**config.mk**
```make
export PLATFORM = sky130hd
export DESIGN_NAME = fetch_front_end
export DESIGN_NICKNAME = d
export VERILOG_FILES = /design/src/logic/fe_config_pkg.sv /design/src/logic/fe_instr_pkg.sv /design/src/logic/fetch_buffer.sv /design/src/logic/fetch_front_end.sv /design/src/logic/instr_aligner.sv /design/src/logic/pc_generator.sv
export SDC_FILE = /design/constraint.sdc
export NUM_CORES = 1
export LEC_CHECK = 0
export ABC_AREA = 1
export ABC_CLOCK_PERIOD_IN_PS = 4800
export CAP_MARGIN = 20
export CORE_UTILIZATION = 57
export DETAILED_ROUTE_END_ITERATION = 12
export DONT_BUFFER_PORTS = 1
export HOLD_SLACK_MARGIN = 0.05
export MAX_ROUTING_LAYER = met4
export PLACE_DENSITY = 0.75
export SLEW_MARGIN = 15
export SYNTH_ARGS = -nofsm -noshare
export SYNTH_HDL_FRONTEND = slang
export SYNTH_SLANG_ARGS = --single-unit
```
**constraint.sdc**
```tcl
create_clock -name clk_i -period 4.8 [get_ports clk_i]
set_input_delay 0.48 -clock clk_i [delete_from_list [all_inputs] [get_ports clk_i]]
set_output_delay 0.48 -clock clk_i [all_outputs]
set_load 0.03 [all_outputs]
```
**src/logic/fe_config_pkg.sv**
```systemverilog
/*
  Widths and constants shared by the fetch front end.
  Addresses and memory words are both 32 bits wide.
*/
`default_nettype none

package fe_config_pkg;

    // Byte address as seen by instruction memory
    localparam int ADDR_W = 32;
    typedef logic [ADDR_W-1:0] addr_t;

    // One memory word holds two halfwords
    localparam int WORD_W = 32;
    localparam int HALF_W = 16;

    // Low two bits of a halfword that open a 32-bit instruction
    localparam logic [1:0] FULL_OPCODE_LOW = 2'b11;

    // Default reset vector, expected to be word aligned
    localparam addr_t DEFAULT_RESET_PC = 32'h0000_0000;

endpackage : fe_config_pkg

`default_nettype wire

```
**src/logic/fe_instr_pkg.sv**
```systemverilog
/*
  Payload types that travel between memory, the instruction buffer and the aligner.
  Halfword 0 of a fetched word is the lower address.
*/
`default_nettype none

package fe_instr_pkg;

    import fe_config_pkg::*;

    // A fetched word is read whole or as two halfwords
    typedef union packed {
        logic [WORD_W-1:0]         word;
        logic [1:0][HALF_W-1:0]    half;
    } fetch_word_u;

    typedef struct packed {
        logic        valid;
        fetch_word_u data;
    } fetch_rsp_t;

    typedef struct packed {
        fetch_word_u data;
        addr_t       addr;
    } ibuf_entry_t;

    // Compressed instructions sit zero extended in the low half
    typedef struct packed {
        logic [WORD_W-1:0] instr;
        addr_t             pc;
        logic              compressed;
    } aligned_instr_t;

    typedef struct packed {
        logic  valid;
        addr_t target;
    } redirect_t;

endpackage : fe_instr_pkg

`default_nettype wire

```
**src/logic/fetch_buffer.sv**
```systemverilog
/*
  Instruction word FIFO. IBUF_DEPTH must be a power of two, at least 2.
  Memory must answer every request once and in order. Pop is trusted to come
  only while the buffer is non-empty.
*/
`timescale 1ns/100ps
`default_nettype none

module fetch_buffer
    import fe_config_pkg::*, fe_instr_pkg::*;
#(
    parameter int IBUF_DEPTH = 8
) (
    input  logic        clk_i,
    input  logic        rst_n_i,
    input  logic        fetch_i,
    input  addr_t       fetch_addr_i,
    input  fetch_rsp_t  mem_rsp_i,
    input  logic        flush_i,
    input  logic        pop_i,
    output ibuf_entry_t entry_o,
    output logic        nonempty_o,
    output logic        full_o
);

    localparam int PTR_W = $clog2(IBUF_DEPTH);
    localparam int CNT_W = PTR_W + 1;

    // Address column is written at request time, word column at response time
    addr_t       addr_mem [IBUF_DEPTH];
    fetch_word_u word_mem [IBUF_DEPTH];

    logic [PTR_W-1:0] req_ptr, rsp_ptr, rd_ptr;
    logic [CNT_W-1:0] n_stored, n_reserved, discard_q, occupancy;
    logic             accept, drop;

    // Responses still owed to requests from before a flush are dropped
    assign drop   = mem_rsp_i.valid & (discard_q != '0);
    assign accept = mem_rsp_i.valid & (discard_q == '0) & !flush_i;

    // Stale responses still occupy memory, so they count against the depth
    assign occupancy  = n_stored + n_reserved + discard_q;
    assign full_o     = (occupancy == CNT_W'(IBUF_DEPTH));
    assign nonempty_o = (n_stored != '0);

    assign entry_o.data = word_mem[rd_ptr];
    assign entry_o.addr = addr_mem[rd_ptr];

    // ==============================
    // Bookkeeping
    // ==============================

    always_ff @(posedge clk_i) begin
        if (!rst_n_i) begin
            req_ptr    <= '0;
            rsp_ptr    <= '0;
            rd_ptr     <= '0;
            n_stored   <= '0;
            n_reserved <= '0;
            discard_q  <= '0;
        end else if (flush_i) begin
            req_ptr    <= '0;
            rsp_ptr    <= '0;
            rd_ptr     <= '0;
            n_stored   <= '0;
            n_reserved <= '0;
            // Every response still out is stale, minus the one landing now
            discard_q  <= discard_q + n_reserved - CNT_W'(mem_rsp_i.valid);
        end else begin
            if (fetch_i) begin
                req_ptr <= req_ptr + 1'b1;
            end
            if (accept) begin
                rsp_ptr <= rsp_ptr + 1'b1;
            end
            if (pop_i) begin
                rd_ptr <= rd_ptr + 1'b1;
            end
            if (drop) begin
                discard_q <= discard_q - 1'b1;
            end
            n_stored   <= n_stored + CNT_W'(accept) - CNT_W'(pop_i);
            n_reserved <= n_reserved + CNT_W'(fetch_i) - CNT_W'(accept);
        end
    end

    // ==============================
    // Storage
    // ==============================

    always_ff @(posedge clk_i) begin
        if (fetch_i) begin
            addr_mem[req_ptr] <= fetch_addr_i;
        end
        if (accept) begin
            word_mem[rsp_ptr] <= mem_rsp_i.data;
        end
    end

endmodule : fetch_buffer

`default_nettype wire

```
**src/logic/fetch_front_end.sv**
```systemverilog
/*
  Fetch front end top. RESET_PC should be word aligned.
  Up to IBUF_DEPTH requests may be outstanding at memory.
*/
`timescale 1ns/100ps
`default_nettype none

module fetch_front_end
    import fe_config_pkg::*, fe_instr_pkg::*;
#(
    parameter addr_t RESET_PC   = DEFAULT_RESET_PC,
    parameter int    IBUF_DEPTH = 8
) (
    input  logic           clk_i,
    input  logic           rst_n_i,
    input  logic           mem_stall_i,
    input  fetch_rsp_t     mem_rsp_i,
    input  logic           exception_i,
    input  addr_t          handler_pc_i,
    input  logic           branch_taken_i,
    input  addr_t          branch_target_i,
    input  logic           stall_i,
    output logic           fetch_o,
    output addr_t          fetch_addr_o,
    output aligned_instr_t instr_o,
    output logic           valid_o
);

    redirect_t   flush_redir;
    ibuf_entry_t ibuf_entry;
    logic        buf_full, ibuf_nonempty, pop;

    pc_generator #(.RESET_PC(RESET_PC)) u_pc_gen (
        .clk_i           (clk_i),
        .rst_n_i         (rst_n_i),
        .exception_i     (exception_i),
        .handler_pc_i    (handler_pc_i),
        .branch_taken_i  (branch_taken_i),
        .branch_target_i (branch_target_i),
        .mem_stall_i     (mem_stall_i),
        .buf_full_i      (buf_full),
        .fetch_o         (fetch_o),
        .fetch_addr_o    (fetch_addr_o),
        .flush_redir_o   (flush_redir)
    );

    fetch_buffer #(.IBUF_DEPTH(IBUF_DEPTH)) u_fetch_buf (
        .clk_i        (clk_i),
        .rst_n_i      (rst_n_i),
        .fetch_i      (fetch_o),
        .fetch_addr_i (fetch_addr_o),
        .mem_rsp_i    (mem_rsp_i),
        .flush_i      (flush_redir.valid),
        .pop_i        (pop),
        .entry_o      (ibuf_entry),
        .nonempty_o   (ibuf_nonempty),
        .full_o       (buf_full)
    );

    instr_aligner u_aligner (
        .clk_i      (clk_i),
        .rst_n_i    (rst_n_i),
        .entry_i    (ibuf_entry),
        .nonempty_i (ibuf_nonempty),
        .flush_i    (flush_redir),
        .stall_i    (stall_i),
        .pop_o      (pop),
        .instr_o    (instr_o),
        .valid_o    (valid_o)
    );

endmodule : fetch_front_end

`default_nettype wire

```
**src/logic/instr_aligner.sv**
```systemverilog
/*
  Splits buffered words into 16-bit and 32-bit instructions. Compressed ones are
  not expanded. A 32-bit instruction crossing a word boundary costs one bubble.
*/
`timescale 1ns/100ps
`default_nettype none

module instr_aligner
    import fe_config_pkg::*, fe_instr_pkg::*;
(
    input  logic           clk_i,
    input  logic           rst_n_i,
    input  ibuf_entry_t    entry_i,
    input  logic           nonempty_i,
    input  redirect_t      flush_i,
    input  logic           stall_i,
    output logic           pop_o,
    output aligned_instr_t instr_o,
    output logic           valid_o
);

    fetch_word_u       cur;
    aligned_instr_t    next_instr, out_q;
    addr_t             upper_pc, saved_pc_q;
    logic [HALF_W-1:0] saved_half_q;
    logic              upper_q, upper_d, saved_q, valid_q;
    logic              advance, emit, pop, save;

    assign cur      = entry_i.data;
    assign upper_pc = entry_i.addr + addr_t'(2);
    assign advance  = nonempty_i & !stall_i & !flush_i.valid;

    // ==============================
    // Halfword selection
    // ==============================

    always_comb begin
        emit       = 1'b0;
        pop        = 1'b0;
        save       = 1'b0;
        upper_d    = upper_q;
        next_instr = '{instr: cur.word, pc: entry_i.addr, compressed: 1'b0};
        if (saved_q) begin
            // Saved upper half is the low part, this word's low half completes it
            next_instr.instr = {cur.half[0], saved_half_q};
            next_instr.pc    = saved_pc_q;
            emit             = 1'b1;
            upper_d          = 1'b1;
        end else if (!upper_q) begin
            emit = 1'b1;
            if (cur.half[0][1:0] == FULL_OPCODE_LOW) begin
                pop = 1'b1;
            end else begin
                next_instr.instr      = {{HALF_W{1'b0}}, cur.half[0]};
                next_instr.compressed = 1'b1;
                upper_d               = 1'b1;
            end
        end else begin
            pop           = 1'b1;
            upper_d       = 1'b0;
            next_instr.pc = upper_pc;
            if (cur.half[1][1:0] == FULL_OPCODE_LOW) begin
                save = 1'b1;
            end else begin
                emit                  = 1'b1;
                next_instr.instr      = {{HALF_W{1'b0}}, cur.half[1]};
                next_instr.compressed = 1'b1;
            end
        end
    end

    assign pop_o = advance & pop;

    // ==============================
    // State and output register
    // ==============================

    always_ff @(posedge clk_i) begin
        if (!rst_n_i) begin
            upper_q <= 1'b0;
            saved_q <= 1'b0;
            valid_q <= 1'b0;
        end else if (flush_i.valid) begin
            // Restart on the half that holds the target
            upper_q <= flush_i.target[1];
            saved_q <= 1'b0;
            valid_q <= 1'b0;
        end else if (!stall_i) begin
            valid_q <= advance & emit;
            if (advance) begin
                upper_q <= upper_d;
                saved_q <= save;
            end
        end
    end

    always_ff @(posedge clk_i) begin
        if (advance & save) begin
            saved_half_q <= cur.half[1];
            saved_pc_q   <= upper_pc;
        end
        if (advance & emit) begin
            out_q <= next_instr;
        end
    end

    assign instr_o = out_q;
    assign valid_o = valid_q;

endmodule : instr_aligner

`default_nettype wire

```
**src/logic/pc_generator.sv**
```systemverilog
/*
  Fetch pc and request strobe. Redirect targets must be halfword aligned.
  Fetching starts one cycle after reset is released.
*/
`timescale 1ns/100ps
`default_nettype none

module pc_generator
    import fe_config_pkg::*, fe_instr_pkg::*;
#(
    parameter addr_t RESET_PC = DEFAULT_RESET_PC
) (
    input  logic      clk_i,
    input  logic      rst_n_i,
    input  logic      exception_i,
    input  addr_t     handler_pc_i,
    input  logic      branch_taken_i,
    input  addr_t     branch_target_i,
    input  logic      mem_stall_i,
    input  logic      buf_full_i,
    output logic      fetch_o,
    output addr_t     fetch_addr_o,
    output redirect_t flush_redir_o
);

    addr_t     pc_q;
    logic      run_q;
    redirect_t redir;

    // Exception or interrupt outranks a resolved branch
    always_comb begin
        redir.valid  = exception_i | branch_taken_i;
        redir.target = branch_target_i;
        if (exception_i) begin
            redir.target = handler_pc_i;
        end
    end

    // A redirect cycle never issues, the target word goes out from the next cycle
    assign fetch_o       = run_q & !redir.valid & !mem_stall_i & !buf_full_i;
    assign fetch_addr_o  = pc_q;
    assign flush_redir_o = redir;

    always_ff @(posedge clk_i) begin
        if (!rst_n_i) begin
            run_q <= 1'b0;
            pc_q  <= {RESET_PC[ADDR_W-1:2], 2'b00};
        end else begin
            run_q <= 1'b1;
            if (redir.valid) begin
                pc_q <= {redir.target[ADDR_W-1:2], 2'b00};
            end else if (fetch_o) begin
                pc_q <= pc_q + addr_t'(4);
            end
        end
    end

endmodule : pc_generator

`default_nettype wire
```
==> metrics.cfg <==
[layout]
drive_gt1_share_pct=7.61
final_cell_mix=606 x edfxtp_1, 441 x nor2_1, 339 x nand2_1
nets=2551
fillers=3452
final_common_cell=edfxtp_1
syn_to_final_growth_pct=11.4

[critical_path]
criticalPathCategory=flip-flop to flip-flop
critical_path.max_fanout=30
critPathLaunchType=flip-flop
crit_required_ps=5010
cp-end-kind=flip-flop
arrival_ps=4210

[grt]
grt_max_degree=158
grt.overflow.total=0
track_usage_pct=27.8
grt_pass1_vias=18064
grt_antenna_before_repair=2
grt_pass1_wl_um=102000

[clock_tree]
cts_sinks=664
post_cts_buffers=0
path_clk_slew_ps=60
cts_tree=built
cts_root_buf=clkbuf_16
cts_buffers=67
post_cts_resized=0
ctsLongestPathBuffers=3
clk_latency_ps=590
cts_max_level=3

[synthesis]
synth_top_cell_area_share_pct=65.6
synthesis.area_um2=27700
yosysUniqueCellTypes=40
yosysSeqAreaShare_pct=69.8
ys_seq_elements=664
synth_cells=2418
synthTopCellsByArea=edfxtp_1 66%, nor2_1 6.0%, o21ai_0 5.5%, nand2_1 4.6%, dfxtp_1 4.2%
synth.largest_area_cell=edfxtp_1
synth_ff_type=edfxtp_1
synth_warnings=0
synth_area_per_cell_um2=11.5
synthArstFlopShare_pct=0
synth_edf_count=606

[drt]
wl_per_cell_um=21.8
vias=18818
firstDrtPassIters=6
detail_route.wirelength_um=67200
drc_errors=0
vias_per_cell=6.10
antenna_left=0
drt_iter0_drc=2311

[sta]
tns_ps=0
setup_viol=0
maxSlewHeadroom_pct=34.5
final_hold_viol_count=0
layout_min_cycle_time_ps=3990
setup_ws_ps=806
fmax_mhz=250
rsz0062_at_grt=no
skew_ps=20.8
slew_viol_final=0
finalCritPeriodShare_pct=83.2
worstMarginPinSlew_ps=981

[pwr]
netSwitchingPower_mw=2.57
powerDensity_nw_per_um2=397
p_int_mw=9.69
p_leak_nw=10.8
ir_drop_mv=0.273
swShare_pct=21.0
power_mw=12.3
clkPwrFrac_pct=43.2
pwr-share-comb_pct=3.4
seq_power_share_pct=53.4

[hold_path]
hp-class=input pin to flip-flop

[floorplan]
start_util_pct=58.0
die_area_um2=49500
die_height_um=223
die_w_um=223
num_rows=80
core_um2=47800
num_io_pins=202

[outcome]
status=finished clean

[placed_design]
post-place-ws_ps=841
io_buffers=0
gp_congestion=0.891
dp_hpwl_um=37900

[run]
drv_cap=0

-- Yosys cell counts, drive strengths merged, types with 21 or more instances --
cell / instances
a21oi: 31
a31oi: 34
buf: 62
clkbuf: 78
dfxtp: 58
edfxtp: 606
ha: 21
inv: 106
nand2: 353
nand3: 64
nor2: 448
nor3: 30
o21ai: 328
o22ai: 123
-- sequential cells by signal (all words and copies together), names as in the netlist, named ones only --
signal	flops
u_aligner.instr_o	64
u_aligner.saved_half_q	16
u_aligner.saved_pc_q	30
u_aligner.saved_q	1
u_aligner.upper_q	1
u_aligner.valid_o	1
u_fetch_buf.addr_mem	240
u_fetch_buf.discard_q	4
u_fetch_buf.n_reserved	4
u_fetch_buf.n_stored	4
u_fetch_buf.rd_ptr	3
u_fetch_buf.req_ptr	3
u_fetch_buf.rsp_ptr	3
u_fetch_buf.word_mem	256
u_pc_gen.fetch_addr_o	30
u_pc_gen.run_q	1
-- worst paths after layout --
path	startpoint	end	slack [ps]	cells past startpoint
setup / recovery	u_fetch_buf.n_reserved[1]	u_fetch_buf.addr_mem[3][18]	810	13
hold / removal	rst_n_i	u_pc_gen.fetch_addr_o[2]	70	4
setup reg to reg	u_fetch_buf.n_reserved[1]	u_fetch_buf.addr_mem[3][18]	810	13
hold reg to reg	u_fetch_buf.rsp_ptr[0]	u_fetch_buf.rsp_ptr[0]	510	2
-- final cells by class --
class / instances / area, um2 / area share, %
diodes: 2 / 5.00 / 0.0162
inverters: 106 / 404 / 1.31
multi-input cells: 1510 / 7410 / 24.0
repair buffers: 71 / 703 / 2.28
well taps: 615 / 769 / 2.49
clock buffers: 80 / 1770 / 5.72
flip-flops and latches: 664 / 19400 / 62.7
clock inverters: 38 / 455 / 1.47
-- worst max-delay path, stage by stage (launching register included) --
cell and delay (ps):
dfxtp_1 440, fa_1 470, ha_1 220, fa_1 470, xnor2_1 150, nand2_1 90
nand2_1 70, nand2_1 50, nand3_1 80, nand2_1 230, inv_1 410, nand2_1 270
nor3_4 180, buf_4 480
-- power by group through the flow --
stage	Clock [mW]	Sequential, mW	Combinational [mW]
floorplan	0	6.61	0.288
global placement	0	6.66	0.354
detailed placement	0	6.67	0.364
CTS	5.34	6.54	0.418
global route	5.54	6.55	0.476
finish	5.30	6.55	0.423
-- metal layers --
layer	GRT usage (%)	vias to the layer above	share of wire, %
met5	-	-	0
met4	8.39	0	1.9
met3	4.63	112	9.8
met2	43.6	973	48
met1	37.6	9133	41
li1	-	8600	-
-- cells by family (layout without fill, tap and decap cells) --
| family | count (synthesis) | after routing | synth area share (%) |
|---|---|---|---|
| mux | 14 | 14 | 0.505 |
| simple gates | 918 | 918 | 13.3 |
| fa+ha+maj | 28 | 28 | 1.45 |
| other cells | 1 | 5 | 0.0135 |
| compound gates | 533 | 533 | 10.7 |
| xor+xnor | 14 | 14 | 0.442 |
| flops | 664 | 664 | 69.8 |
| buf+inv | 246 | 295 | 3.82 |
-- per-stage QoR --
| stage | instances | utilization (%) | hold WS (ps) | area [um2] |
|---|---|---|---|---|
| after floorplan | 2420 | - | 467 | 27800 |
| after global routing | 3086 | 64.6 | 102 | 30900 |
| after CTS | 3081 | 64.4 | 56.1 | 30800 |
| after detailed placement | 2929 | 59.0 | 499 | 28200 |
| final | 3086 | 64.6 | 74.6 | 30900 |
| after global placement | 2929 | 59.0 | 479 | 28200 |
-- what timing repair did --
action	in CTS	in global routing
hold endpoints to repair	283	0
endpoints found under the setup margin	0	0
hold buffers	34	0
Note: power is estimated with default switching activity, not from simulation.
